--- config.mk ---
export PLATFORM = sky130hd
export DESIGN_NAME = physicsStage
export DESIGN_NICKNAME = d
export VERILOG_FILES = /design/src/source/arenaPkg.sv /design/src/source/physicsStage.sv
export SDC_FILE = /design/constraint.sdc
export NUM_CORES = 1
export LEC_CHECK = 0
export BUFFER_PORTS_ARGS = -buffer_cell sky130_fd_sc_hd__buf_2
export CAP_MARGIN = 20
export CORE_MARGIN = 5
export CORE_UTILIZATION = 50
export CTS_CLUSTER_DIAMETER = 100
export DETAILED_ROUTE_END_ITERATION = 6
export PLACE_DENSITY = 0.79
export SLEW_MARGIN = 20
export SYNTH_ARGS = -nofsm -noshare
export SYNTH_HDL_FRONTEND = slang
export SYNTH_SLANG_ARGS = --single-unit
--- constraint.sdc ---
create_clock -name clock -period 5 [get_ports clock]
set_input_delay 0.75 -clock clock [delete_from_list [all_inputs] [get_ports clock]]
set_output_delay 0.75 -clock clock [all_outputs]
set_load 0.02 [all_outputs]
--- src/source/arenaPkg.sv ---
package arenaPkg;

	typedef logic [12:0] busAddr;        // CPU word address
	typedef logic [11:0] memAddr;        // Data memory index
	typedef logic [4:0] regField;        // Block or register number
	typedef logic [31:0] dataWord;       // Bus data and register width
	typedef logic signed [15:0] coord;   // One signed axis
	typedef logic [31:0] point;          // x high, y low, y grows down
	typedef logic [3:0] contactFlags;    // Floor, ceiling, left, right
	typedef logic [63:0] spriteWord;     // Position high, size low

	localparam int kPlayers = 2;
	localparam int kMemDepth = 4096;

	// Bus address fields
	localparam int kRegionBit = 12;      // Set for coprocessors
	localparam int kBlockMsb = 11;
	localparam int kBlockLsb = 7;
	localparam int kRegMsb = 6;
	localparam int kRegLsb = 2;

	// Block numbers
	localparam regField kBlockPlayer0 = 5'd0;
	localparam regField kBlockPlayer1 = 5'd1;
	localparam regField kBlockStage = 5'd2;

	// Player registers
	localparam regField kRegGravity = 5'd0;  // Reads back position
	localparam regField kRegStart = 5'd1;    // Reads back position
	localparam regField kRegControl = 5'd2;  // Reads back contact flags
	localparam regField kRegSize = 5'd3;

	// Stage registers
	localparam regField kRegStagePos = 5'd0;
	localparam regField kRegStageSize = 5'd1;

	// Controller word bits
	localparam int kCtrlLeft = 0;
	localparam int kCtrlRight = 1;
	localparam int kCtrlJump = 2;

	// Contact flag bits
	localparam int kFloor = 0;
	localparam int kCeiling = 1;
	localparam int kLeftWall = 2;
	localparam int kRightWall = 3;

	// Motion, pixels per frame tick
	localparam coord kWalkSpeed = 16'sd4;
	localparam coord kJumpSpeed = 16'sd12;

endpackage

--- src/source/physicsStage.sv ---
module physicsStage (
	input  logic                  clock,
	input  logic                  reset,
	input  logic                  frameTick,
	input  logic                  startLoad0,
	input  logic                  startLoad1,
	input  arenaPkg::point        startPos,
	input  arenaPkg::coord        gravity0,
	input  arenaPkg::coord        gravity1,
	input  arenaPkg::dataWord     control0,
	input  arenaPkg::dataWord     control1,
	input  arenaPkg::contactFlags contact0,
	input  arenaPkg::contactFlags contact1,
	output arenaPkg::point        position0,
	output arenaPkg::point        position1
);
	import arenaPkg::*;

	logic startLoadArr [kPlayers];
	coord gravityArr [kPlayers];
	dataWord controlArr [kPlayers];
	contactFlags contactArr [kPlayers];   // Registered last cycle by scene stage
	point positionArr [kPlayers];

	assign startLoadArr[0] = startLoad0;
	assign startLoadArr[1] = startLoad1;
	assign gravityArr[0] = gravity0;
	assign gravityArr[1] = gravity1;
	assign controlArr[0] = control0;
	assign controlArr[1] = control1;
	assign contactArr[0] = contact0;
	assign contactArr[1] = contact1;

	for (genvar p = 0; p < kPlayers; p++) begin : gPlayer
		coord velY;
		coord posX;
		coord posY;
		coord walkVel;                        // From left/right buttons
		coord fallVel;                        // Old vertical plus gravity
		coord nextVelX;
		coord nextVelY;
		logic onFloor;

		assign onFloor = contactArr[p][kFloor];
		assign fallVel = velY + gravityArr[p];

		always_comb begin
			case ({controlArr[p][kCtrlRight], controlArr[p][kCtrlLeft]})
				2'b10: walkVel = kWalkSpeed;
				2'b01: walkVel = -kWalkSpeed;
				default: walkVel = '0;            // None or both pressed
			endcase
			nextVelX = walkVel;
			if ((walkVel < 0) && contactArr[p][kLeftWall]) begin
				nextVelX = '0;                    // Blocked by left wall
			end
			if ((walkVel > 0) && contactArr[p][kRightWall]) begin
				nextVelX = '0;                    // Blocked by right wall
			end
		end

		always_comb begin
			if (onFloor && controlArr[p][kCtrlJump]) begin
				nextVelY = -kJumpSpeed;           // Jump only off the floor
			end else if (onFloor && (fallVel > 0)) begin
				nextVelY = '0;                    // No sinking while standing
			end else begin
				nextVelY = fallVel;
			end
		end

		always_ff @(posedge clock) begin
			if (reset) begin
				velY <= '0;
				posX <= '0;
				posY <= '0;
			end else if (startLoadArr[p]) begin   // Wins over a tick
				velY <= '0;
				posX <= startPos[31:16];
				posY <= startPos[15:0];
			end else if (frameTick) begin
				velY <= nextVelY;
				posX <= posX + nextVelX;          // Wraps at 16 bits
				posY <= posY + nextVelY;
			end
		end

		assign positionArr[p] = {posX, posY};
	end

	assign position0 = positionArr[0];
	assign position1 = positionArr[1];

endmodule

Word level (Yosys, flattened, before mapping)
Cells that the tools add are included.
- magnitude comparators: 6
- mux-type cells: 18
- reduce and logical (&&, ||, !) cells: 12
- eq/ne operators: 4
- $add $sub $neg: 6
- operators with widths (operator ; number):
    16-bit 2-to-1 mux ; 16
    16-bit adder ; 6
    16-bit by 1-bit greater-than comparator with 1-bit output, second input constant ; 4
    16-bit one-hot mux with 2 select lines ; 2
    16-bit by 1-bit less-than comparator with 1-bit output, second input constant ; 2
    1-bit logical AND ; 8
    2-bit by 1-bit equality test with 1-bit output, second input constant ; 2
    2-bit equality test, second input constant ; 2
    2-bit nonzero test ; 2
    2-bit OR reduction ; 2
- bits in registers: 96
- word-level logic and storage cells: 52
- bits of input ports: 141

Depth between registers and ports, before layout
- word-level depth: 9
- mapped depth: 24

Least setup slack after synthesis
No wires, ideal clock.
- path kind: in2reg
- start: input gravity1[0]
- end: register gPlayer[1].posY[15]
- data arrival time: 5.155 ns
- slack: -0.285 ns
- cell stages on the path: 21
- library setup time: 0.130 ns
- cell sequence: ha_1 fa_1 a211oi_2 o21ai_1 a21oi_4 xor2_1 nand3b_1 or4b_4 o41ai_4 nand2_1 nand2_1 ha_1 o21a_1 a2111oi_0 o31ai_1 a21oi_1 o21ai_1 a21o_1 a21oi_1 xnor2_1 o22ai_1
- word-level cells in the longest chain between the ends: 8
- ends and longest elaborated chain (item ; line ; RTL):
    start: declaration ; physicsStage.sv:9 ; input arenaPkg::coord gravity1,
    16-bit adder (*) ; physicsStage.sv:45 ; assign fallVel = velY + gravityArr[p];
    16-bit by 1-bit greater-than comparator with 1-bit output ; physicsStage.sv:65 ; end else if (onFloor && (fallVel > 0)) begin
    1-bit logical AND ; physicsStage.sv:65 ;
    16-bit 2-to-1 mux (*) ; physicsStage.sv:65 ;
    16-bit 2-to-1 mux (*) ; physicsStage.sv:63 ; if (onFloor && controlArr[p][kCtrlJump]) begin
    net gPlayer[1].nextVelY[2] ; physicsStage.sv:41 ; coord nextVelY;
    16-bit adder (*) ; physicsStage.sv:84 ; posY <= posY + nextVelY;
    16-bit 2-to-1 mux (*) ; physicsStage.sv:81 ; end else if (frameTick) begin
    16-bit 2-to-1 mux (*) ; physicsStage.sv:77 ; end else if (startLoadArr[p]) begin
    end signal: assignment ; physicsStage.sv:80 ; posY <= startPos[15:0];
    end signal: assignment ; physicsStage.sv:84 ;
    end: declaration ; physicsStage.sv:37 ; coord posY;
The timed path passes the listed nets; every way through them passes the cells marked *. The select of a mux whose other input is x is not followed.
A chain may end at the register's enable or synchronous reset.

Worst setup path in the final report
- start: input gravity1[0]
- end: register gPlayer[1].posY[14]
Same word-level chain as after synthesis.

==> metrics.cfg <==
[synth]
synth_edf_count = 0
synth_xor_area_share_pct = 7.15
synth_seq_cells = 96
synth_cell_types = 78
synth_area_per_cell_um2 = 7.66
netlist_instances = 1069
synthArstFlopShare_pct = 0
yosysSeqAreaShare_pct = 23.5
muxShareOfSynthArea_pct = 3.09
netlist_area_um2 = 8190
yosys.area_share.simple_pct = 20.4
synth_top_family_by_area = compound AO/OA/AOI/OAI gates
yosysWarnings = 0
synthFlopType = dfxtp_1
syn-num-nets = 1302
synthAdderAreaFrac_pct = 14.6
synth_compound_area_share_pct = 26.9

[final_layout]
postLayoutCoreUtil_pct = 66.3
nets = 1539
multiInputGateArea_um2 = 6250
nFillCells = 1415
drive_gt1_share_pct = 28.1
syn_to_final_growth_pct = 29.5
seq_area_um2 = 1920
fin_cells = 1527
num_antenna_cells = 0
mostFrequentLayoutCell = buf_2
final_cell_mix = buf_2, nor2_1, buf_4, a21oi_1, dfxtp_1

[pwr]
vdd_drop_max_v = 0.000198
p_leak_nw = 5.04
powerDensity_nw_per_um2 = 265

[outcome]
status = finished, violations left
violations = setup timing

[global_routing]
grt_max_degree = 64
grt_usage_pct = 25.8
antenna_found_initial = 5
grt_pass1_wl_mm = 39.6
grt-ovfl-total = 0
grt_pass1_vias = 8523

[timing]
slew_headroom_pct = 38.8
fin_ws_ns = -0.0510
timing.fmax_mhz = 198
rsz0062_at_grt = yes
min_period_ns = 5.05
fin_worst_skew_ns = 0.00711
hold_violations = 0
setup-violations-final = 3
worst_slew_pin_slew_ns = 0.919
finalCritPeriodShare_pct = 101
slew_violations = 0

[floorplanning]
initial_utilization_pct = 51.2
coreArea_um2 = 16000
num_rows = 46
ioPinCount = 205
fp.dieW_um = 138
die_area_um2 = 19000
die_y_um = 138

[worst_setup_path]
reg2reg_setup_slack_ns = 0.03
required_ns = 5.27
regToRegStartpoint = gPlayer[0].velY[0]$_SDFFE_PP0P_
arrival_ns = 5.32
r2r_end = gPlayer[0].posY[12]$_SDFFE_PP0N_
crit_fanout = 5
cp-end-kind = flip-flop
crit_type = input port to flip-flop
worst_setup_path_start_kind = input port
ff2ff_path_depth = 26

[placed_design]
place.port_buffers = 144
routabilityCongestion = 0.893
dp.cells = 1492
hpwlAfterDp_mm = 18.2

[worst_hold_path]
min_path_cells = 2
hp-class = flip-flop to flip-flop
hold_path_end = gPlayer[1].velY[2]$_SDFFE_PP0P_
hp-start = gPlayer[1].velY[2]$_SDFFE_PP0P_

[run]
maxCapViolCount = 0

[drt]
num_vias = 8811
drt_iter0_drc = 471
drtPass1Iterations = 5
post_drt_wl_per_cell_um = 16.2
postRouteAntennaNets = 0
routed_wl_mm = 24.8
viasPerCell = 5.77
drcViolationCount = 0

[clock_tree]
htree_levels = 3
cts_buffers = 9
clock_latency_ns = 0.35
clock-root-buffer = clkbuf_16
cts_buffer_depth = 2
cts_hold_buf = 0
clkSinkCount = 96
path_clk_slew_ns = 0.07
cts_tree = built

## synth_stat cells (5+ instances only)
cell | instances | area (um2)
a211o_1 | 6 | 52.6
a211oi_1 | 32 | 240
a21o_1 | 23 | 173
a21oi_1 | 110 | 551
a221oi_1 | 5 | 43.8
a31oi_1 | 18 | 113
and2_1 | 11 | 68.8
and3_1 | 9 | 56.3
buf_1 | 5 | 18.8
clkbuf_1 | 37 | 139
dfxtp_1 | 96 | 1920
fa_1 | 6 | 120
ha_1 | 86 | 1080
inv_1 | 42 | 158
mux2i_1 | 23 | 230
nand2_1 | 86 | 323
nand2b_1 | 8 | 50.1
nand3_1 | 26 | 130
nand4_1 | 6 | 37.5
nor2_1 | 136 | 510
nor2b_1 | 15 | 93.8
nor3_1 | 27 | 135
o211ai_1 | 8 | 60.1
o21a_1 | 9 | 67.6
o21ai_0 | 63 | 315
o21ai_1 | 6 | 30.0
o21bai_1 | 6 | 45.0
o221ai_1 | 5 | 43.8
o31ai_1 | 7 | 52.6
or2_2 | 6 | 37.5
or3_1 | 8 | 50.1
xnor2_1 | 40 | 350
xor2_1 | 25 | 219
## layer usage
layer  global-route usage, %  vias to the layer above  part of all wire (%)
met5                       0                        -                  0.19
met4                    7.19                       10                   2.6
met3                    6.75                       62                   7.1
met2                    45.4                      241                    49
met1                    31.1                     4147                    42
li1                        -                     4351                     -
## per-stage QoR
stage          instance area, um2  hold slack [ns]  power, W  worst slack (ns)  TNS (ns)
2_1_floorplan                8260            0.443   0.00165            -0.124    -0.227
3_3_place_gp                 9880            0.458   0.00199            -0.496     -5.11
3_5_place_dp                 9880            0.468   0.00202            -0.601     -6.57
4_1_cts                     10300            0.480   0.00274          0.000787         0
5_1_grt                     10600            0.536   0.00299            -0.323     -2.50
6_report                    10600            0.496   0.00281           -0.0510   -0.0840
## sequential cells by signal, summed over array words and instances (netlist names)
register      cells
gPlayer.posY     32
gPlayer.velY     32
gPlayer.posX     32
## repair_timing
action,in CTS,in global routing
resized for setup,15,43
setup buffers,5,15
pin swaps,22,47
endpoints found under the setup margin,9,18
## critical path, cell delays in order
cell and delay [ns]:
buf_6 0.10, ha_4 0.15, fa_2 0.37, a211oi_4 0.29, o21ai_2 0.10, a21oi_4 0.23, o311ai_4 0.14, xnor2_2 0.23
or4b_4 0.50, o41ai_4 0.34, and2_1 0.21, ha_2 0.18, inv_2 0.04, fa_2 0.35, nor2b_2 0.15, o31a_1 0.16
o211ai_1 0.13, a21oi_2 0.21, o31ai_2 0.08, o21ai_1 0.16, xor2_1 0.15, nand2_1 0.08, a221oi_2 0.24
## worst max-delay path by stage
stage | from | end | slack [ns]
after floorplan | gravity1[0] | gPlayer[1].posY[14]$_SDFFE_PP0N_ | -0.12
after global placement | gravity1[0] | gPlayer[1].posY[15]$_SDFFE_PP0N_ | -0.50
after detailed placement | gravity1[0] | gPlayer[1].posY[15]$_SDFFE_PP0N_ | -0.60
after CTS | gravity0[0] | gPlayer[0].posY[14]$_SDFFE_PP0N_ | 0.0008
after global routing | gravity1[0] | gPlayer[1].posY[14]$_SDFFE_PP0N_ | -0.32
final | gravity1[0] | gPlayer[1].posY[14]$_SDFFE_PP0N_ | -0.05
## layout make-up
class | count | area share (%)
tap | 216 | 2.55
clock buffer | 14 | 2.58
clock inverter | 2 | 0.118
timing repair buffer | 274 | 16.2
sequential | 96 | 18.1
multi-input combinational | 882 | 58.9
inverter | 43 | 1.52
## kinds of logic (layout without fill, tap and decap cells)
| group | count (synthesis) | after routing |
|---|---|---|
| AOI/OAI and AO/OA | 340 | 340 |
| xor gates and xnor gates | 66 | 66 |
| adders and majority gates | 92 | 92 |
| buffers and inverters | 91 | 333 |
| DFF | 96 | 96 |
| muxes | 25 | 25 |
| and+or+nand+nor | 359 | 359 |
## report_power, final
group / total (W) / switching, W / internal, W
Combinational: 0.00125 / 0.000668 / 0.000578
Clock: 0.000683 / 0.000305 / 0.000378
Sequential: 0.000878 / 0.0000543 / 0.000824
No activity file was read; power rests on OpenSTA's default activity.
