`src/source/arenaPkg.sv`:
```
package arenaPkg;

	typedef logic [12:0] busAddr;        // CPU word address
	typedef logic [11:0] memAddr;        // Data memory index
	typedef logic [4:0] regField;        // Block or register number
	typedef logic [31:0] dataWord;       // Bus data and register width
	typedef logic signed [15:0] coord;   // One signed axis
	typedef logic [31:0] point;          // x high, y low, y grows down
	typedef logic [3:0] contactFlags;    // Floor, ceiling, left, right
	typedef logic [63:0] spriteWord;     // Position high, size low

	localparam int kPlayers = 2;
	localparam int kMemDepth = 4096;

	// Bus address fields
	localparam int kRegionBit = 12;      // Set for coprocessors
	localparam int kBlockMsb = 11;
	localparam int kBlockLsb = 7;
	localparam int kRegMsb = 6;
	localparam int kRegLsb = 2;

	// Block numbers
	localparam regField kBlockPlayer0 = 5'd0;
	localparam regField kBlockPlayer1 = 5'd1;
	localparam regField kBlockStage = 5'd2;

	// Player registers
	localparam regField kRegGravity = 5'd0;  // Reads back position
	localparam regField kRegStart = 5'd1;    // Reads back position
	localparam regField kRegControl = 5'd2;  // Reads back contact flags
	localparam regField kRegSize = 5'd3;

	// Stage registers
	localparam regField kRegStagePos = 5'd0;
	localparam regField kRegStageSize = 5'd1;

	// Controller word bits
	localparam int kCtrlLeft = 0;
	localparam int kCtrlRight = 1;
	localparam int kCtrlJump = 2;

	// Contact flag bits
	localparam int kFloor = 0;
	localparam int kCeiling = 1;
	localparam int kLeftWall = 2;
	localparam int kRightWall = 3;

	// Motion, pixels per frame tick
	localparam coord kWalkSpeed = 16'sd4;
	localparam coord kJumpSpeed = 16'sd12;

endpackage

```
`src/source/busRegisters.sv`:
```
module busRegisters (
	input  logic                  clock,
	input  logic                  reset,
	input  arenaPkg::busAddr      address,
	input  arenaPkg::dataWord     writeData,
	input  logic                  writeEnable,
	input  arenaPkg::dataWord     memData,
	input  arenaPkg::point        position0,
	input  arenaPkg::point        position1,
	input  arenaPkg::contactFlags contact0,
	input  arenaPkg::contactFlags contact1,
	output arenaPkg::dataWord     readData,
	output logic                  memWrite,
	output arenaPkg::coord        gravity0,
	output arenaPkg::coord        gravity1,
	output arenaPkg::dataWord     control0,
	output arenaPkg::dataWord     control1,
	output arenaPkg::point        size0,
	output arenaPkg::point        size1,
	output logic                  startLoad0,
	output logic                  startLoad1,
	output arenaPkg::point        startPos,
	output arenaPkg::point        stagePos,
	output arenaPkg::point        stageSize
);
	import arenaPkg::*;

	regField blockSel;                    // Address bits 11..7
	regField regSel;                      // Address bits 6..2
	logic coprocWrite;
	logic stageSel;
	logic playerSel [kPlayers];
	point positionArr [kPlayers];
	contactFlags contactArr [kPlayers];
	coord gravityQ [kPlayers];
	dataWord controlQ [kPlayers];
	point sizeQ [kPlayers];
	logic startLoadQ [kPlayers];
	dataWord coprocRead;
	dataWord coprocReadQ;
	logic regionQ;                        // Region of last cycle's address

	assign blockSel = address[kBlockMsb:kBlockLsb];
	assign regSel = address[kRegMsb:kRegLsb];
	assign coprocWrite = writeEnable & address[kRegionBit];
	assign memWrite = writeEnable & ~address[kRegionBit];   // Low half only

	assign playerSel[0] = address[kRegionBit] && (blockSel == kBlockPlayer0);
	assign playerSel[1] = address[kRegionBit] && (blockSel == kBlockPlayer1);
	assign stageSel = address[kRegionBit] && (blockSel == kBlockStage);

	assign positionArr[0] = position0;
	assign positionArr[1] = position1;
	assign contactArr[0] = contact0;
	assign contactArr[1] = contact1;

	// Coprocessor register file
	always_ff @(posedge clock) begin
		if (reset) begin
			for (int p = 0; p < kPlayers; p++) begin
				gravityQ[p] <= '0;
				controlQ[p] <= '0;
				sizeQ[p] <= '0;
				startLoadQ[p] <= 1'b0;
			end
			startPos <= '0;
			stagePos <= '0;
			stageSize <= '0;
		end else begin
			for (int p = 0; p < kPlayers; p++) begin
				startLoadQ[p] <= 1'b0;        // One-cycle pulse
				if (coprocWrite && playerSel[p]) begin
					case (regSel)
						kRegGravity: gravityQ[p] <= writeData[15:0];
						kRegStart: begin
							startPos <= writeData;      // Shared by both players
							startLoadQ[p] <= 1'b1;
						end
						kRegControl: controlQ[p] <= writeData;
						kRegSize: sizeQ[p] <= writeData;
						default: ;                    // Undefined slot ignored
					endcase
				end
			end
			if (coprocWrite && stageSel) begin
				case (regSel)
					kRegStagePos: stagePos <= writeData;
					kRegStageSize: stageSize <= writeData;
					default: ;
				endcase
			end
		end
	end

	// Readback, zero unless a readable player register
	always_comb begin
		coprocRead = '0;
		for (int p = 0; p < kPlayers; p++) begin
			if (playerSel[p]) begin
				case (regSel)
					kRegGravity, kRegStart: coprocRead = positionArr[p];
					kRegControl: coprocRead = dataWord'(contactArr[p]);
					default: coprocRead = '0;     // Size is write-only
				endcase
			end
		end
	end

	always_ff @(posedge clock) begin
		if (reset) begin
			regionQ <= 1'b1;                  // Zero readback out of reset
			coprocReadQ <= '0;
		end else begin
			regionQ <= address[kRegionBit];
			coprocReadQ <= coprocRead;
		end
	end

	assign readData = regionQ ? coprocReadQ : memData;   // Lines up with memory latency

	assign gravity0 = gravityQ[0];
	assign gravity1 = gravityQ[1];
	assign control0 = controlQ[0];
	assign control1 = controlQ[1];
	assign size0 = sizeQ[0];
	assign size1 = sizeQ[1];
	assign startLoad0 = startLoadQ[0];
	assign startLoad1 = startLoadQ[1];

endmodule

```
`config.mk`:
```
export PLATFORM = sky130hd
export DESIGN_NAME = busRegisters
export DESIGN_NICKNAME = d
export VERILOG_FILES = /design/src/source/arenaPkg.sv /design/src/source/busRegisters.sv
export SDC_FILE = /design/constraint.sdc
export NUM_CORES = 1
export LEC_CHECK = 0
export ABC_CLOCK_PERIOD_IN_PS = 7100
export BUFFER_PORTS_ARGS = -buffer_cell sky130_fd_sc_hd__buf_2
export CAP_MARGIN = 15
export CORE_AREA = 2 2 171 173
export CTS_CLUSTER_DIAMETER = 50
export DETAILED_ROUTE_END_ITERATION = 6
export DIE_AREA = 0 0 173 175
export PLACE_DENSITY = 0.68
export SYNTH_ARGS = -nofsm -noshare
export SYNTH_HDL_FRONTEND = slang
export SYNTH_SLANG_ARGS = --single-unit
```
`constraint.sdc`:
```
create_clock -name clock -period 7.1 [get_ports clock]
set_clock_uncertainty 0.2 [all_clocks]
set_input_delay 1.065 -clock clock [delete_from_list [all_inputs] [get_ports clock]]
set_output_delay 1.065 -clock clock [all_outputs]
set_load 0.05 [all_outputs]
```
* Yosys cells after proc, flatten, opt, wreduce, memory -nomap -nowiden *
Memories as Yosys holds them, arrays and structs flattened.
Cells that the tools add are included.

word-level totals
  register bits after elaboration = 129
  RAM bits = 162
  output and inout port bits = 291
  logic and storage cells = 88
  memories = 4

cells by class
  eq/ne operators = 5
  muxes and demuxes = 50
  bitwise gates (word level) = 13
  reductions and logical operators = 11

memory list
  memory      depth  bits a word  rd ports  clocked after Yosys merged registers in  write ports  RTL line            source
  controlQ    2      32           2         0                                        2            busRegisters.sv:36  dataWord controlQ [kPlayers];
  sizeQ       2      32           2         0                                        2            busRegisters.sv:37  point sizeQ [kPlayers];
  gravityQ    2      16           2         0                                        2            busRegisters.sv:35  coord gravityQ [kPlayers];
  startLoadQ  2      1            2         0                                        2            busRegisters.sv:38  logic startLoadQ [kPlayers];

operators by type and width
  kind                count
  $mux 32             11
  $pmux 32 s2         2
  $mux 1              35
  $mux 16             2
  $eq 5x2->1 const B  3
  $eq 5x1->1 const B  2
  $logic_not 5->1     2
  $or 1x1->1          10
  $logic_and 1x1->1   6
  $reduce_and 2->1    2
  $and 1x1->1         2
  $reduce_or 2->1     1
  $not 1->1           1

* Longest topological paths before layout *
Gate-level depths: netlist of run 1.

  word-level depth = 7
  gate-level depth with buffers = 6

* Worst setup path after synthesis of run 1 *
OpenSTA, ideal clock, no wires.

  path kind = input-to-reg
  start = input address[6]
  end = memory sizeQ[0][32] (netlist bit), enable pin
  arrival = 3,435 ps
  required time = 6,472 ps
  setup slack = 3,037 ps
  cell stages on the path = 4
  cells stage by stage = nor4b_1 nand2_1 clkbuf_1 o21bai_1

RTL lines
  element          RTL line            source
  start, declared  busRegisters.sv:4   input arenaPkg::busAddr address,
  end, declared    busRegisters.sv:37

* Final worst setup path of run 1 *
  start = register regionQ
  end = output readData[2]

on the way
  longest elaborated chain between the ends = 1

RTL lines
  element                 RTL line             source
  start, declared         busRegisters.sv:41   logic regionQ;
  start signal, assigned  busRegisters.sv:114  regionQ <= address[kRegionBit];
  $mux 32                 busRegisters.sv:119  assign readData = regionQ ? coprocReadQ : memData;
  end, declared           busRegisters.sv:12   output arenaPkg::dataWord readData,

Every way passes these cells.

==> reports/metrics.yaml, run 1 <==
synth.most_common_cell: "edfxtp_1"
cp_max_fo: 27
netSwitchingFraction: 0.255
synthTopCellsByCount: "edfxtp_1, dfxtp_1, nand2b_1, mux2i_1, nor3_1"
holdPathStages: 2
htree_levels: 2
drc: 0
yosys.area.top_type: "edfxtp_1"
antenna_found_initial: 4
yosysSeqAreaShare: 0.664
reg2reg_depth: 2
initial_utilization: 0.395
r2r_slack_ps: 6280
combPwrFrac: 0.107
r2r-end: "stageSize[18]"
io_pins: 443
vias: 8543
drive_above_1_share: 0.422
die_w_um: 173
hp-start: "stagePos[14]"
n_fill_cell: 2585
yosys_warnings: 0
netlist_top_cells_area: "edfxtp_1, dfxtp_1, mux2i_1"
hp-class: "flip-flop to flip-flop"
rsz0062_at_grt: "no"
grt_pass1_vias: 8078
cp-start-kind: "flip-flop"
clkTransAtPathRegs_ps: 60
whs_ps: 271
p_sw_uw: 1020
synth.top_cell.area_share: 0.432
die_h_um: 175
grt_overflow: 0
holdPathEnd: "stagePos[14]"
area_growth_pct: 33.1
worst_slack_ps: 3780
num_rows: 62
port_buffers: 440
setup_viol: 0
cts_buffers: 34
endpoint_kind: "output port"
post_cts_buffers: 0
place_hpwl_um: 25500
root_buffer: "clkbuf_16"
required_ps: 5830
synthCells: 858
nets: 1436
tns_ps: 0
clock.fmax_ghz: 0.301
fin_crit_ps: 3320
wl_per_cell_um: 20.8
dr.first_iter.drc_count: 778
max-vdd-ir-drop_mv: 0.158
synth_fp_nets: 1010
hold_viol_final: 0
grt_usage: 0.223
clk_path_buf_depth: 3
synth_ff_type: "edfxtp_1"
via_per_inst: 5.03
fin_util: 0.525
p_clk_frac: 0.434
path_class: "flip-flop to output port"
wirelength_um: 35300
max-cap-violations: 0
synth_cell_types: 38
r2r-start: "stageSize[18]"
slew-limit-headroom: 0.280
status: "complete, no violations"
finalCritPeriodShare: 0.468
synth_edf_count: 161
post_cts_resize_count: 0
synth_area_um2: 11200
cts_hold_buf: 0
first_pass_iters: 5
final-seq-area_um2: 7440
post_synth.cell_area_avg_um2: 13.1
drv_slew: 0
fp.coreArea_um2: 28400
place_ws_ps: 3390
power_density_nw_per_um2: 268
ant_nets: 0
async_reset_ff_frac: 0
multi_input_area_um2: 3390
ys_seq_elements: 291
gp_congestion: 0.883
insertion_delay_ps: 490
p_leak_uw: 0.00658
p_int_uw: 2980
die-area_um2: 30300
grt_max_degree: 124
tightestPinTransition_ps: 1080
clock_sinks: 291
grt_pass1_wl_um: 51200
tritoncts: "yes"
p_seq_frac: 0.459
cp.arrival_ps: 2060
## critical path, cell delays in order (launching register included)
cell and delay, ps:
dfxtp_1 480, buf_4 410, mux2_2 440, buf_2 230
## routing by layer
metal  vias up  wire length, um  track usage
met5         -                0            0
met4         0              861       0.0593
met3        58             2620       0.0453
met2       389            16500        0.348
met1      4175            15400        0.317
li1       3921                -            -
## sequential cells by signal, summed over array words and instances, names as in the netlist
name and count:
startLoadQ 2, sizeQ 64, stagePos 32, stageSize 32
startPos 32, coprocReadQ 32, regionQ 1, gravityQ 32
controlQ 64
## stage by stage
stage               area [um2]  instances  total power [uW]
floorplan                11200        858              2150
global placement         13800       1632              2300
detailed placement       13800       1632              2300
CTS                      14900       1693              4030
global route             14900       1698              4110
finish                   14900       1698              4000
## placed cells by master, fill, tap and decap left out, drive strengths merged
master	instances
buf	456
edfxtp	161
dfxtp	130
nand2b	129
mux2i	96
nor3	81
nand3	57
clkbuf	49
inv	36
mux2	32
a21oi	28
a32oi	8
clkinv	6
diode	5
nand2	5
o32ai	4
a41o	3
and2	3
nor4	3
nand4	3
nand3b	2
o21bai	2
and4	2
bufinv	2
nor4b	2
nor2b	2
nor2	1
nand4b	1
a31o	1
and3b	1
or2	1
clkinvlp	1
conb	1
## worst max path at each step
stage                     from               to  slack, ps  depth (start not counted)
finish                 regionQ      readData[2]       3780                          3
global route           regionQ      readData[2]       3710                          3
CTS                    regionQ      readData[2]       3790                          3
detailed placement  address[2]  controlQ[0][54]       3390                          5
global placement    address[2]  controlQ[0][41]       3420                          5
floorplan           address[6]     sizeQ[0][32]       3040                          4
## kinds of logic after synthesis
kind of cell	count (synthesis)	share of synthesized area
flops	291	0.664
simple gates	293	0.154
compound gates	46	0.0267
mux	128	0.118
other cells	1	0.000335
buf+inv	99	0.0370
## cell type report
class / count / share of cell area
Timing Repair Buffer: 456 / 0.156
Multi-Input combinational cell: 468 / 0.228
Clock inverter: 12 / 0.00898
Inverter: 33 / 0.00831
Sequential cell: 291 / 0.499
Tap cell: 384 / 0.0322
Antenna cell: 5 / 0.000839
Clock buffer: 49 / 0.0670
## power by group through the flow
stage	logic, uW	clock network, uW	registers [uW]
after floorplan	107	0	2050
after global placement	425	0	1870
after detailed placement	426	0	1870
after CTS	427	1770	1840
after global routing	441	1830	1840
final	426	1730	1840
(Power assumes the default switching activity.)
==> run 2: changes to the inputs <==
==> config.mk (replaced) <==
export PLATFORM = sky130hd
export DESIGN_NAME = busRegisters
export DESIGN_NICKNAME = d
export VERILOG_FILES = /design/src/source/arenaPkg.sv /design/src/source/busRegisters.sv
export SDC_FILE = /design/constraint.sdc
export NUM_CORES = 1
export LEC_CHECK = 0
export ABC_CLOCK_PERIOD_IN_PS = 3000
export BUFFER_PORTS_ARGS = -buffer_cell sky130_fd_sc_hd__buf_2
export CAP_MARGIN = 15
export CORE_AREA = 2 2 173 175
export CTS_CLUSTER_DIAMETER = 50
export DETAILED_ROUTE_END_ITERATION = 6
export DIE_AREA = 0 0 175 177
export PLACE_DENSITY = 0.69
export SYNTH_ARGS = -nofsm -noshare
export SYNTH_HDL_FRONTEND = slang
export SYNTH_SLANG_ARGS = --single-unit
==> constraint.sdc (replaced) <==
create_clock -name clock -period 3 [get_ports clock]
set_clock_uncertainty 0.2 [all_clocks]
set_input_delay 0.45 -clock clock [delete_from_list [all_inputs] [get_ports clock]]
set_output_delay 0.45 -clock clock [all_outputs]
set_load 0.05 [all_outputs]
==> reports/metrics.yaml, run 2 (synthesis gave the netlist of run 1 again) <==
wl_per_cell_um: 19.9  # -4.2%
setup_viol: 0  # unchanged
cp-start-kind: "flip-flop"
hp-class: "input port to flip-flop"
slew-limit-headroom: 0.507  # +0.227
fin_crit_ps: 2490
first_pass_iters: 5  # unchanged
grt_pass1_wl_um: 50000  # -2.4%
insertion_delay_ps: 500  # about the same
dr.first_iter.drc_count: 731  # -6.0%
max-cap-violations: 0  # unchanged
post_cts_buffers: 0  # unchanged
path_class: "flip-flop to output port"
reg2reg_depth: 2  # unchanged
grt_overflow: 0  # unchanged
cts_buffers: 35  # +2.9%
hold_viol_final: 0  # unchanged
grt_max_degree: 119  # -4.0%
antenna_found_initial: 5  # +1
clock.fmax_ghz: 0.402
max-vdd-ir-drop_mv: 0.390  # +150%
status: "complete, no violations"
tritoncts: "yes"
cts_hold_buf: 45  # +45
holdPathStages: 3  # +1
drv_slew: 0  # unchanged
n_fill_cell: 2563  # -0.85%
die_w_um: 175  # +1.2%
power_density_nw_per_um2: 604  # +130%
required_ps: 2350  # -3480 ps
vias: 8765  # +2.6%
fp.coreArea_um2: 29200  # +3.0%
num_rows: 63  # +1.6%
clock_sinks: 291  # unchanged
htree_levels: 2  # unchanged
post_cts_resize_count: 0  # unchanged
die_h_um: 177  # +1.1%
finalCritPeriodShare: 0.830
initial_utilization: 0.383  # -0.0115
whs_ps: 20.7  # -251 ps
die-area_um2: 31000  # +2.3%
tightestPinTransition_ps: 740  # -337 ps
worst_slack_ps: 510  # -3270 ps
final_common_cell: "buf_2"
wirelength_um: 35000  # -0.88%
place_hpwl_um: 24600  # -3.5%
p_leak_uw: 0.00684  # +4.1%
mostFrequentLayoutCells: "buf_2, edfxtp_1, dfxtp_1"
clk_path_buf_depth: 3  # unchanged
cp.arrival_ps: 1840  # -220 ps
port_buffers: 440  # unchanged
grt_pass1_vias: 8154  # +0.94%
finalPower_uw: 9330  # +130%
io_pins: 443  # unchanged
via_per_inst: 4.99  # -0.85%
nets: 1490  # +3.8%
final_cells: 1757  # +3.5%
tns_ps: 0  # unchanged
top_regs: "controlQ: 64 flops, sizeQ: 64 flops"
area_growth_pct: 37.9
endpoint_kind: "output port"
ant_nets: 0  # unchanged
placed_cells: 1646  # +0.86%
clkTransAtPathRegs_ps: 60  # about the same
root_buffer: "clkbuf_16"
gp_congestion: 0.835  # -5.5%
drc: 0  # unchanged
grt_usage: 0.213  # -0.00911
place_ws_ps: 584  # -2800 ps
cp_max_fo: 32  # +19%
rsz0062_at_grt: "no"
drive_above_1_share: 0.410  # -0.0128
[run 2: layout make-up]
type | instances | area (um2) | area share
sequential | 291 | 7440 | 0.482
multi-input combinational | 468 | 3400 | 0.220
clock buffer | 46 | 958 | 0.0621
tap | 390 | 488 | 0.0316
clock inverter | 15 | 124 | 0.00802
inverter | 33 | 124 | 0.00802
timing repair buffer | 509 | 2900 | 0.188
antenna | 5 | 12.5 | 0.000810
[run 2: power breakdown]
group	internal, uW	switching (uW)	leakage, uW	total [uW]
clock network	2290	1650	0.000521	3940
registers	4310	36.4	0.00257	4350
logic	269	780	0.00375	1050
[run 2: worst paths after layout]
check,startpoint,endpoint,slack (ps)
setup / recovery,regionQ,readData[30],510
hold / removal,position0[19],coprocReadQ[19],20
setup reg to reg,startPos[28],startPos[28],2180
hold reg to reg,startPos[11],startPos[11],270
[run 2: worst max-delay path: stages, from the launching register on]
cell,delay [ps]
dfxtp_1,310
buf_4,380
mux2_2,410
buf_2,220
[run 2: metrics by stage]
step | util | cell area, um2
3_5_place_dp | 0.475 | 13900
4_1_cts | 0.528 | 15400
3_3_place_gp | 0.475 | 13900
6_report | 0.528 | 15400
5_1_grt | 0.528 | 15400
2_1_floorplan | - | 11200
[run 2: per-layer routing]
metal	GRT usage	vias to the layer above	wire, um
met5	0	-	0
met4	0.0729	0	1070
met3	0.0432	69	2680
met2	0.328	456	16100
met1	0.302	4214	15100
li1	-	4026	-
