<file path="src/source/arenaPkg.sv">
package arenaPkg;

	typedef logic [12:0] busAddr;        // CPU word address
	typedef logic [11:0] memAddr;        // Data memory index
	typedef logic [4:0] regField;        // Block or register number
	typedef logic [31:0] dataWord;       // Bus data and register width
	typedef logic signed [15:0] coord;   // One signed axis
	typedef logic [31:0] point;          // x high, y low, y grows down
	typedef logic [3:0] contactFlags;    // Floor, ceiling, left, right
	typedef logic [63:0] spriteWord;     // Position high, size low

	localparam int kPlayers = 2;
	localparam int kMemDepth = 4096;

	// Bus address fields
	localparam int kRegionBit = 12;      // Set for coprocessors
	localparam int kBlockMsb = 11;
	localparam int kBlockLsb = 7;
	localparam int kRegMsb = 6;
	localparam int kRegLsb = 2;

	// Block numbers
	localparam regField kBlockPlayer0 = 5'd0;
	localparam regField kBlockPlayer1 = 5'd1;
	localparam regField kBlockStage = 5'd2;

	// Player registers
	localparam regField kRegGravity = 5'd0;  // Reads back position
	localparam regField kRegStart = 5'd1;    // Reads back position
	localparam regField kRegControl = 5'd2;  // Reads back contact flags
	localparam regField kRegSize = 5'd3;

	// Stage registers
	localparam regField kRegStagePos = 5'd0;
	localparam regField kRegStageSize = 5'd1;

	// Controller word bits
	localparam int kCtrlLeft = 0;
	localparam int kCtrlRight = 1;
	localparam int kCtrlJump = 2;

	// Contact flag bits
	localparam int kFloor = 0;
	localparam int kCeiling = 1;
	localparam int kLeftWall = 2;
	localparam int kRightWall = 3;

	// Motion, pixels per frame tick
	localparam coord kWalkSpeed = 16'sd4;
	localparam coord kJumpSpeed = 16'sd12;

endpackage

</file>
<file path="src/source/sceneStage.sv">
module sceneStage (
	input  logic                  clock,
	input  logic                  reset,
	input  arenaPkg::point        position0,
	input  arenaPkg::point        position1,
	input  arenaPkg::point        size0,
	input  arenaPkg::point        size1,
	input  arenaPkg::point        stagePos,
	input  arenaPkg::point        stageSize,
	output arenaPkg::contactFlags contact0,
	output arenaPkg::contactFlags contact1,
	output arenaPkg::spriteWord   p1Sprite,
	output arenaPkg::spriteWord   p2Sprite,
	output arenaPkg::spriteWord   stageSprite
);
	import arenaPkg::*;

	// Contact of one player box against the stage box
	function automatic contactFlags touch(point body, point bodySize, point box,
			point boxSize);
		coord bodyLeft;
		coord bodyTop;
		coord bodyRight;
		coord bodyBottom;
		coord boxLeft;
		coord boxTop;
		coord boxRight;
		coord boxBottom;
		logic overlap;
		contactFlags flags;

		bodyLeft = body[31:16];
		bodyTop = body[15:0];
		bodyRight = bodyLeft + coord'(bodySize[31:16]);
		bodyBottom = bodyTop + coord'(bodySize[15:0]);
		boxLeft = box[31:16];
		boxTop = box[15:0];
		boxRight = boxLeft + coord'(boxSize[31:16]);
		boxBottom = boxTop + coord'(boxSize[15:0]);

		overlap = (bodyLeft < boxRight) && (bodyRight > boxLeft) &&
			(bodyTop < boxBottom) && (bodyBottom > boxTop);   // Strict, edges touching is clear

		flags = '0;
		flags[kFloor] = overlap && (bodyTop < boxTop);
		flags[kCeiling] = overlap && (bodyBottom > boxBottom);
		flags[kLeftWall] = overlap && (bodyLeft < boxLeft);
		flags[kRightWall] = overlap && (bodyRight > boxRight);
		return flags;
	endfunction

	always_ff @(posedge clock) begin
		if (reset) begin
			contact0 <= '0;
			contact1 <= '0;
			p1Sprite <= '0;
			p2Sprite <= '0;
			stageSprite <= '0;
		end else begin
			contact0 <= touch(position0, size0, stagePos, stageSize);
			contact1 <= touch(position1, size1, stagePos, stageSize);
			p1Sprite <= {position0, size0};       // Display word
			p2Sprite <= {position1, size1};
			stageSprite <= {stagePos, stageSize};
		end
	end

endmodule

</file>
<file path="config.mk">
export PLATFORM = sky130hd
export DESIGN_NAME = sceneStage
export DESIGN_NICKNAME = d
export VERILOG_FILES = /design/src/source/arenaPkg.sv /design/src/source/sceneStage.sv
export SDC_FILE = /design/constraint.sdc
export NUM_CORES = 1
export LEC_CHECK = 0
export ABC_AREA = 1
export BUFFER_PORTS_ARGS = -buffer_cell sky130_fd_sc_hd__buf_4
export CORE_MARGIN = 10
export CORE_UTILIZATION = 55
export CTS_CLUSTER_DIAMETER = 40
export DETAILED_ROUTE_END_ITERATION = 8
export GPL_ROUTABILITY_DRIVEN = 0
export GPL_TIMING_DRIVEN = 0
export PLACE_DENSITY_LB_ADDON = 0.25
export SKIP_LAST_GASP = 1
export SYNTH_ARGS = -nofsm -noshare
export SYNTH_HDL_FRONTEND = slang
export SYNTH_SLANG_ARGS = --single-unit
export TNS_END_PERCENT = 1
</file>
<file path="constraint.sdc">
create_clock -name clock -period 4 [get_ports clock]
set_input_delay 0.4 -clock clock [delete_from_list [all_inputs] [get_ports clock]]
set_output_delay 0.4 -clock clock [all_outputs]
set_load 0.02 [all_outputs]
</file>
# Yosys cells after proc, flatten, opt, wreduce, memory -nomap -nowiden
# Index checks and enable logic that the tools add are counted.
# op_classes
magnitude_cmp	16
reduce_logical	14
n_addsub	6
# ops
cell	n
16-bit greater-than comparator	8
16-bit < comparator	8
16-bit adder	6
1-bit logical AND	14
# totals
in_bits	194
word_cells	41
reg_bits	200
output_inout_bits	200

# Longest topological paths before layout
# Gate-level depths: netlist of the first run.
# depth
word_depth	6
mapped_depth	24
ltp_nobuf	24

# Worst setup path before layout of the first run
# OpenSTA, ideal clock, no wires.
# synth_timing
path_kind	in2reg
from	input port position1[0]
to	register contact1[0]
stages	23
slack_ps	984
arrival_ps	2951
setup_ps	66
required_ps	3934
cell_sequence	ha_1 -> inv_1 -> fa_1 -> nand3b_1 -> nand2_1 -> nand2_1 -> a21oi_2 -> nand3_1 -> nand2_1 -> a21oi_1 -> xnor2_1 -> ha_1 -> nand2_1 -> inv_1 -> nand2_1 -> nand2_1 -> a21oi_1 -> nand3_1 -> nand2_1 -> nand3_1 -> nor2_1 -> nand3b_1 -> nor2_1
# synth_via
elab_chain_cells	4
word_cells_on_any_way	7
classes_between	1 x add/sub; 3 x order compare; 3 x reduce/logical
# synth_rtl
item	line	source
start: declaration	sceneStage.sv:5	input arenaPkg::point position1,
16-bit adder or 16-bit < comparator (tied branches)	sceneStage.sv:35, sceneStage.sv:42	
16-bit greater-than comparator or 1-bit logical AND (tied branches)	sceneStage.sv:42, sceneStage.sv:41	
1-bit logical AND	sceneStage.sv:42	(bodyTop < boxBottom) && (bodyBottom > boxTop);
1-bit logical AND (*)	sceneStage.sv:45	flags[kFloor] = overlap && (bodyTop < boxTop);
end signal: assignment	sceneStage.sv:61	contact1 <= touch(position1, size1, stagePos, stageSize);
end: declaration	sceneStage.sv:11	output arenaPkg::contactFlags contact1,
# Mark *: on every way between the ends. The rest lies on a longest branch, timed or not.
# A chain may end at the register's enable or synchronous reset.

# Worst setup path in the final report of the first run
# layout_timing
from	input port stagePos[16]
to	register contact1[3]
# layout_via
elab_chain_cells	6
word_cells_on_any_way	8
classes_between	1 x add/sub; 3 x order compare; 4 x reduce/logical
# layout_rtl
item	line	source
start: declaration	sceneStage.sv:8	input arenaPkg::point stagePos,
16-bit adder	sceneStage.sv:38	boxRight = boxLeft + coord'(boxSize[31:16]);
16-bit < comparator	sceneStage.sv:41	overlap = (bodyLeft < boxRight) && (bodyRight > boxLeft) &&
1-bit logical AND (2 in series)	sceneStage.sv:41	
1-bit logical AND	sceneStage.sv:42	
1-bit logical AND (*)	sceneStage.sv:48	flags[kRightWall] = overlap && (bodyRight > boxRight);
# Marks and branches as above.

==> metrics, run 1 <==
status=complete, no violations; chip height=187.4 um; Synth Flop Type=dfxtp_1; Internal=approximately 0.0042 W; CP max-delay cell=xor2_1; CP Buf/Inv Count=1; cell chain of the critical path=buf_4, ha_1, fa_1, a21oi_1, o21ai_2, nand3_1, nand2_1, a21o_1, nand2_1, nand2_1, xor2_1, ha_1, a21oi_1, o21ai_0, nor2_1, nand2_1, nand2_1, nand2_1, nand3b_1, nor2_1; IO buf count=around 390; min-delay src=stageSize[2]; layout cell share with drive strength beyond 1=between 15 and 20%; Synth area leader=ha_1; Hold Path Class=in -> reg; Post-Syn Area=between 15000 and 20000 um2; crit path kind=in -> reg; Synth top area share=27.44%; H-Tree Depth=4; Ys Warns=0; ANT cells=0; Syn Nets=2620; CP peak stage delay=approximately 0.50 ns; WHS=about 0.15 ns; PD cells=363.0 nW/um2; final setup vio count=0; # nets final=3031; vias=about 15000; core area=27710 um2; Die Area=between 30000 and 40000 um2; highest clock rate=0.2643 GHz; Worst Hold Path EP=stageSprite[2]$_SDFF_PP0_; antenna-violating nets left=0; Crit path max-delay family=simple AND/OR/NAND/NOR gates; initial core utilization=a little under three fifths; antenna violations before repair=0; Startpoint Class=primary input; #FFs+latches synth=200; # clock sinks=200; Crit. End Element=flip-flop; Leak Pwr=approximately 11 nW; area growth from synthesis to layout=25.94%; Fillers=around 2200; Clock Power Share=24.9%; fin. max-slew vios=0; Hold Crit Depth=3; crit path time final=~3.8 ns; Tot GR Track Use=a little under 30%; setup slack after layout=about 0.22 ns; dominant cells by area after synthesis=ha_1 (27%), dfxtp_1 (26%), inv_1 (8.2%); CTS tree=built; Congestion Overflow GR=0; crit path DAT=4.16 ns; Residual DRC=0; number of synthesized flops with an enable pin=0; Register Area=4004 um2; CTS root buf=clkbuf_16; sequential share of the synthesized area=between 20% and 30%; Sw Share=40.81%; Mapped Cells=2082; final WL=53520 um; vias in the first global route=about 16000; switching power=0.002875 W; Num CTS Buffers=17; CP required=~4.4 ns; period utilization=between 90% and 100%; Post-synth ARST share=0%; DRT iter0 DRCs=around 1000; Comb power frac=between 40% and 50%; RSZ-0062 raised after global routing=no; drt wl/cell=18.56 um; first-pass GRT wire length=82570 um; Worst VDD drop=between 200 and 250 uV; most used cell, CP=nand2_1; CTS resizes=0; post-DP HPWL=~44000 um; Top-Level Pins=roughly 390; worst-margin pin slew=about 1.1 ns; drt first pass iters=6; row count=61; Via density=5.352; CTS Hold Bufs=0; Flop pwr share=between 30% and 40%; die width=between 150 and 200 um; post-place setup slack=-0.1249 ns; Cell variety after synth=35; Worst-path clk slew=about 0.09 ns; Max-cap violations=0; Hold Vio Cnt, Final=0; Commonest cells post-synth=ha_1 (338), inv_1 (338), nand2_1 (338); maximum fanout along the worst path=4; Avg Inst Size Synth=7.401 um2; Slew HR=24.28%; area of the multi-input gates=approximately 10000 um2; setup bufs post-CTS=0; Max Root-Sink Buffers=2; largest net degree at the start of global routing=20
[registers in the layout (all words and copies together) (netlist names)]
| signal | flops |
|---|---|
| contact1 | 4 |
| stageSprite | 64 |
| contact0 | 4 |
| p2Sprite | 64 |
| p1Sprite | 64 |
[kinds of logic (layout without fill, tap and decap cells)]
logic type	Yosys count	count (layout)	share of synthesized area, %
XOR/XNOR	87	87	4.945
AO/OA/AOI/OAI	313	313	11.41
adder cells (fa/ha/maj)	344	344	28.22
buffers and inverters	362	786	8.875
AND/OR/NAND/NOR	776	776	20.57
flip-flops	200	200	25.98
[routing by layer]
| metal | part of all wire (%) | GRT usage [%] |
|---|---|---|
| met2 | 49 | 52.64 |
| met5 | 0 | 0 |
| met1 | 37 | 30.69 |
| met3 | 8.3 | 7.588 |
| met4 | 6.0 | 18.12 |
[worst min-delay path, delay by kind of cell]
family	cells	cell delay (ns)
and+or+nand+nor	1	0.06
buffers and inverters	2	0.12
[cells in the final DEF, fill, tap and decap left out, drive strengths merged, types with 18 or more instances in the layout]
| cell | instances |
|---|---|
| ha | 338 |
| inv | 344 |
| xnor2 | 32 |
| clkbuf | 33 |
| xor2 | 55 |
| nand4 | 18 |
| nor2 | 288 |
| buf | 399 |
| dfxtp | 200 |
| a21oi | 189 |
| nand3 | 94 |
| nand2 | 340 |
| nor3 | 22 |
| o21ai | 58 |
[per-stage QoR]
step / total power [W] / utilization [%] / cells / area (um2) / setup TNS, ns
2_1_floorplan: 0.004215 / - / 2082 / 15410 / 0
6_report: 0.007045 / 70.05 / 2884 / 19410 / 0
5_1_grt: 0.007518 / 70.05 / 2884 / 19410 / 0
3_5_place_dp: 0.005248 / 67.95 / 2852 / 18830 / -0.1269
3_3_place_gp: 0.005107 / 67.95 / 2852 / 18830 / -0.01691
4_1_cts: 0.007000 / 70.05 / 2884 / 19410 / 0
[power by group through the flow]
stage	combinational, W	clock [W]	sequential (W)
3_5_place_dp	0.00307	0	0.00218
3_3_place_gp	0.00293	0	0.00217
4_1_cts	0.00310	0.00177	0.00213
2_1_floorplan	0.00189	0	0.00232
5_1_grt	0.00354	0.00184	0.00214
6_report	0.00316	0.00176	0.00213
[final cells by class]
type | instances | share of cell area (%)
clock buffer | 18 | 2.263
buffer | 22 | 0.4706
multi-input combinational | 1520 | 51.72
timing repair buffer | 392 | 15.16
tap | 378 | 2.437
inverter | 340 | 6.576
sequential | 200 | 20.63
clock inverter | 14 | 0.7350
[worst max-delay path by stage]
stage | startpoint | endpoint | cells after the start
after floorplan | position1[0] | contact1[0]$_SDFF_PP0_ | 23
after global placement | stagePos[16] | contact1[3]$_SDFF_PP0_ | 20
after detailed placement | stagePos[16] | contact1[3]$_SDFF_PP0_ | 19
after CTS | stagePos[16] | contact1[3]$_SDFF_PP0_ | 19
after global routing | stagePos[16] | contact1[3]$_SDFF_PP0_ | 20
final | stagePos[16] | contact1[3]$_SDFF_PP0_ | 20
Note: power is estimated with default switching activity, not from simulation.
==> run 2, diff against run 1 <==
Settings changed: CELL_PAD_IN_SITES_DETAIL_PLACEMENT set to 1, CELL_PAD_IN_SITES_GLOBAL_PLACEMENT set to 1, CORE_UTILIZATION 55 to 39.
==> run 2 against run 1 <==
Die area up 36%. Power up 4.9%. First-iteration DRC count down 14%. Cell count up 4.9%. Critical path depth unchanged. Combinational power up 3%. Sequential share of layout area down 0.30 points. Largest power group unchanged. Highest routed layer unchanged.
==> metrics, run 2 (synthesis gave the netlist of run 1 again) <==
status=complete, no violations; Clock Power Share=27.2% (+2.3 points); Worst Hold Path EP=stageSprite[22]$_SDFF_PP0_; crit path kind=in -> reg; min-delay src=stageSize[22]; antenna-violating nets left=0 (unchanged); row count=72 (+18%); CP max-delay cell=fa_1; Slew HR=21.51% (-2.8 points); most used cell, CP=nand2_1; CP Buf/Inv Count=1 (unchanged); Max-cap violations=0 (unchanged); Hold Vio Cnt, Final=0 (unchanged); first-pass GRT wire length=95160 um (+15%); commonest non-fill, non-tap cell in the layout=buf_4; CP peak stage delay=0.42 ns (-0.08 ns); period utilization=95.50% (+0.91 points); Sw Share=39.50% (-1.3 points); Crit path max-delay family=simple AND/OR/NAND/NOR gates; Congestion Overflow GR=0 (unchanged); final WL=63240 um (+18%); Leak Pwr=10.92 nW (+0.41%); post-DP HPWL=53920 um (+22%); Max Root-Sink Buffers=2 (unchanged); initial core utilization=39.69% (-16 points); Startpoint Class=primary input; # nets final=3031 (unchanged); CTS tree=built; Worst VDD drop=329.2 uV (+49%); cell chain of the critical path=buf_4, ha_1, fa_1, a21oi_2, o21ai_2, nand3_1, nand2_1, a21o_1, nand2_1, nand2_1, xor2_2, ha_1, nand4_1, a31oi_1, nor2_1, nand2_1, nand2_1, nand2_1, nand3b_1, nor2_2; Via density=5.144 (-3.9%); setup bufs post-CTS=0 (unchanged); Die Area=47860 um2 (+36%); Hold Crit Depth=3 (unchanged); Design Power=0.007386 W (+4.9%); Worst-path clk slew=0.08 ns (about the same); vias in the first global route=16820 (+5.7%); maximum fanout along the worst path=4 (unchanged); Top-Level Pins=394 (unchanged); switching power=0.002917 W (+1.5%); crit path DAT=4.20 ns (+0.04 ns); die width=218.8 um (+17%); # clock sinks=200 (unchanged); vias=15560 (+0.83%); Num CTS Buffers=17 (unchanged); fin. max-slew vios=0 (unchanged); WHS=0.1229 ns (-0.02458 ns); PD cells=375.0 nW/um2 (+3.3%); largest net degree at the start of global routing=18 (-10%); drt first pass iters=5 (-1); Internal=0.004469 W (+7.2%); core area=38830 um2 (+40%); CTS root buf=clkbuf_16; Flop pwr share=28.9% (-1.3 points); final setup vio count=0 (unchanged); Hold Path Class=in -> reg; RSZ-0062 raised after global routing=no; IO buf count=392 (unchanged); chip height=218.8 um (+17%); placed instance area=19000 um2 (+0.93%); layout cell share with drive strength beyond 1=18.20% (+0.20 points); H-Tree Depth=4 (unchanged); CP required=4.38 ns (about the same); antenna violations before repair=1 (+1); Final Util=50.73% (-19 points); most frequent cells in the layout=buf_4 (392), inv_1 (338), nand2_1 (338), ha_1 (338), nor2_1 (286); Residual DRC=0 (unchanged); fin area=19700 um2 (+1.5%); crit path time final=3.820 ns (+0.03648 ns); critical path launch point=stagePos[16]; biggest registers after layout=p1Sprite (64), p2Sprite (64), stageSprite (64); drt wl/cell=20.90 um (+13%); worst-margin pin slew=1.177 ns (+0.04149 ns); post-place setup slack=-0.5157 ns (-0.3907 ns); Fillers=4940 (+120%); CTS Hold Bufs=0 (unchanged); setup slack after layout=0.1801 ns (-0.03648 ns); Tot GR Track Use=25.85% (-3.7 points); Comb power frac=43.9% (-0.9 points); highest clock rate=0.2618 GHz (-0.95%); DRT iter0 DRCs=871 (-14%); area growth from synthesis to layout=27.82%; Crit. End Element=flip-flop
## run 2: worst max path at each step
stage | end | slack (ns) | depth (start not counted)
floorplan | contact1[0]$_SDFF_PP0_ | 0.98 | 23
global placement | contact1[1]$_SDFF_PP0_ | -0.45 | 20
detailed placement | contact1[1]$_SDFF_PP0_ | -0.52 | 20
CTS | contact1[1]$_SDFF_PP0_ | 0.11 | 20
global route | contact1[1]$_SDFF_PP0_ | 0.05 | 20
finish | contact1[1]$_SDFF_PP0_ | 0.18 | 20
## run 2: metal layers
layer / share of wire, % / routed length [um] / vias up / GRT usage (%)
met5: 0 / 0 / - / 0
met4: 1.9 / 1191 / 0 / 7.561
met3: 6.0 / 3789 / 59 / 5.530
met2: 49 / 31230 / 369 / 45.66
met1: 43 / 27020 / 7520 / 30.81
li1: - / - / 7614 / -
## run 2: timing repair
item	in CTS	in global routing
resized for setup	1	5
pin swaps	0	0
endpoints found under the setup margin	1	2
## run 2: per-stage QoR
step / instances / TNS, ns
2_1_floorplan: 2082 / 0
5_1_grt: 3024 / 0
3_5_place_dp: 2992 / -2.076
6_report: 3025 / 0
3_3_place_gp: 2992 / -1.712
4_1_cts: 3024 / 0
## run 2: area by class of cell
type | count | area (um2) | area share, %
multi-input combinational | 1520 | 10070 | 51.15
sequential | 200 | 4004 | 20.33
timing repair buffer | 392 | 2943 | 14.94
inverter | 340 | 1276 | 6.479
tap | 518 | 648.1 | 3.291
clock buffer | 19 | 442.9 | 2.249
clock inverter | 13 | 214.0 | 1.086
buffer | 22 | 91.34 | 0.4637
antenna | 1 | 2.502 | 0.01270
## run 2: power groups by stage
stage / Clock, W / Sequential [W] / Combinational, W
floorplan: 0 / 0.00232 / 0.00189
global placement: 0 / 0.00218 / 0.00301
detailed placement: 0 / 0.00218 / 0.00320
CTS: 0.00205 / 0.00214 / 0.00323
global route: 0.00212 / 0.00215 / 0.00365
finish: 0.00201 / 0.00214 / 0.00324
==> run 3, diff against run 2 <==
Settings changed: CORE_UTILIZATION 39 to 40, CTS_BUF_LIST set to sky130_fd_sc_hd__clkbuf_8, CTS_CLUSTER_DIAMETER 40 to 100, GPL_TIMING_DRIVEN 0 to not set.
==> run 3 against run 2 <==
Wire length fell by 4.3%. Worst setup slack improved by 0.36 ns. Die area fell by 2.3%. Cell area fell by 1.1%. Clock-buffer cell count fell by 2. Global-route usage fell by 0.31 points. Sequential share of layout area rose by 0.22 points. Power fell by 8.0%. Cell count fell by 0.20%. Utilization rose by 0.76 points. First-iteration DRC count fell by 18%. Non-clock buffer count rose by 1. Critical path type unchanged. Largest power group unchanged. Highest routed layer unchanged.
==> metrics, run 3 (synthesis gave the netlist of run 1 again) <==
status=complete, no violations; antenna-violating nets left=0 (unchanged); CTS tree=built; CP required=4.45 ns (+0.07 ns); Crit path max-delay family=simple AND/OR/NAND/NOR gates; Congestion Overflow GR=0 (unchanged); Startpoint Class=primary input; drt first pass iters=4 (-1); biggest registers after layout=p1Sprite (64), p2Sprite (64), stageSprite (64); vias in the first global route=16870 (+0.29%); chip height=216.3 um (-1.1%); most frequent cells in the layout=buf_4 (413), inv_1 (338), nand2_1 (338), ha_1 (338), nor2_1 (287); Worst setup endpoint=contact1[0]$_SDFF_PP0_; CP peak stage delay=0.41 ns (about the same); Final Util=51.49% (+0.76 points); Tot GR Track Use=25.55% (-0.31 points); CP max-delay cell=nor3_1; fin. max-slew vios=0 (unchanged); core area=37840 um2 (-2.5%); CTS resizes=0 (-1); Top-Level Pins=394 (unchanged); critical path launch point=position1[2]; post-place setup slack=0.08573 ns (+0.6014 ns); highest clock rate=0.2893 GHz (+11%); maximum fanout along the worst path=4 (unchanged); setup TNS=0 ns (unchanged); min-delay src=stageSize[24]; Residual DRC=0 (unchanged); die width=216.3 um (-1.1%); setup bufs post-CTS=0 (unchanged); fin cells=3019 (-0.20%); PD cells=348.7 nW/um2 (-7.0%); largest net degree at the start of global routing=80 (+62); drt wl/cell=20.05 um (-4.1%); final setup vio count=0 (unchanged); DRT iter0 DRCs=717 (-18%); Leak Pwr=10.86 nW (-0.50%); crit path time final=3.456 ns (-0.3637 ns); Crit. path cell count=19 (-5.0%); post-DP HPWL=52440 um (-2.7%); CTS Hold Bufs=0 (unchanged); Worst VDD drop=258.4 uV (-21%); Hold Path Class=in -> reg; first-pass GRT wire length=94120 um (-1.1%); commonest non-fill, non-tap cell in the layout=buf_4; Worst-path clk slew=0.11 ns (+0.03 ns); cell chain of the critical path=buf_4, ha_1, a21oi_1, o21ai_0, nor2_1, o21ai_2, nand3_1, nand2_1, xor2_1, ha_1, nand2_1, nor2_1, nand2_1, nor3_1, a21oi_1, nand3_1, nor2_1, nand3b_1, nor2_1; Via density=5.139 (-0.10%); area growth from synthesis to layout=26.45%; crit path kind=in -> reg; final WL=60550 um (-4.3%); RSZ-0062 raised after global routing=no; period utilization=86.40% (-9.1 points); vias=15520 (-0.30%); Crit. End Element=flip-flop; CTS root buf=clkbuf_8; H-Tree Depth=4 (unchanged); Hold Vio Cnt, Final=0 (unchanged); Cell Count Post-Placement=2986 (-0.20%); WHS=0.05689 ns (-0.06597 ns); Num CTS Buffers=17 (unchanged); most used cell, CP=nor2_1; Die Area=46770 um2 (-2.3%); crit path DAT=3.90 ns (-0.30 ns); antenna violations before repair=2 (+1); Slew HR=56.16% (+35 points); worst-margin pin slew=0.6529 ns (-0.5244 ns); setup slack after layout=0.5438 ns (+0.3637 ns); row count=71 (-1.4%); # nets final=3032 (+0.033%); Max Root-Sink Buffers=2 (unchanged); CP Buf/Inv Count=1 (unchanged); layout cell share with drive strength beyond 1=18.63% (+0.43 points); Max-cap violations=0 (unchanged); # clock sinks=200 (unchanged); initial core utilization=40.72% (+1.0 points); IO buf count=393 (+0.26%)
-- run 3: changes by cell type in the layout (fill, tap and decap cells not counted), moves of 2 or more --
cell,change
xor2_1,+4
buf_4,+21
xor2_2,-4
inv_6,+3
buf_2,-7
clkbuf_1,-16
clkbuf_8,+16
clkbuf_16,-17
clkinv_4,+2
bufinv_16,-4
-- run 3: worst min path at each step --
stage	depth (start not counted)	end	slack, ns
finish	3	stageSprite[24]$_SDFF_PP0_	0.06
global route	3	stageSprite[30]$_SDFF_PP0_	0.05
CTS	3	stageSprite[24]$_SDFF_PP0_	0.02
detailed placement	3	stageSprite[11]$_SDFF_PP0_	0.62
global placement	3	stageSprite[23]$_SDFF_PP0_	0.62
floorplan	2	p1Sprite[0]$_SDFF_PP0_	0.51
-- run 3: per-stage QoR --
step | cell area (um2) | total power [W]
2_1_floorplan | 15410 | 0.004215
3_3_place_gp | 19090 | 0.005272
3_5_place_dp | 19090 | 0.005453
4_1_cts | 19480 | 0.006831
5_1_grt | 19490 | 0.007325
6_report | 19490 | 0.006794
-- run 3: report_power, final --
| part | leakage (nW) | internal, W | switching, W | total, W |
|---|---|---|---|---|
| Combinational | 9.00 | 0.00128 | 0.00201 | 0.00330 |
| Sequential | 1.67 | 0.00210 | 0.0000401 | 0.00214 |
| Clock | 0.194 | 0.000516 | 0.000840 | 0.00136 |
| Total | 10.9 | 0.00390 | 0.00289 | 0.00679 |
-- run 3: routing by layer --
layer | global-route usage (%) | part of all wire (%) | vias up
li1 | - | - | 7617
met1 | 30.65 | 44 | 7465
met2 | 44.21 | 48 | 364
met3 | 6.365 | 6.2 | 69
met4 | 7.318 | 2.0 | 0
met5 | 0 | 0 | -
-- run 3: cell type report --
type                    instances  area, um2
well taps                     511      639.4
repair buffers                415       3132
multi-input cells            1520      10040
diodes                          1      2.502
clock buffers                  17      234.0
flip-flops and latches        200       4004
inverters                     340       1276
clock inverters                15      160.2
fillers                      4868      18360
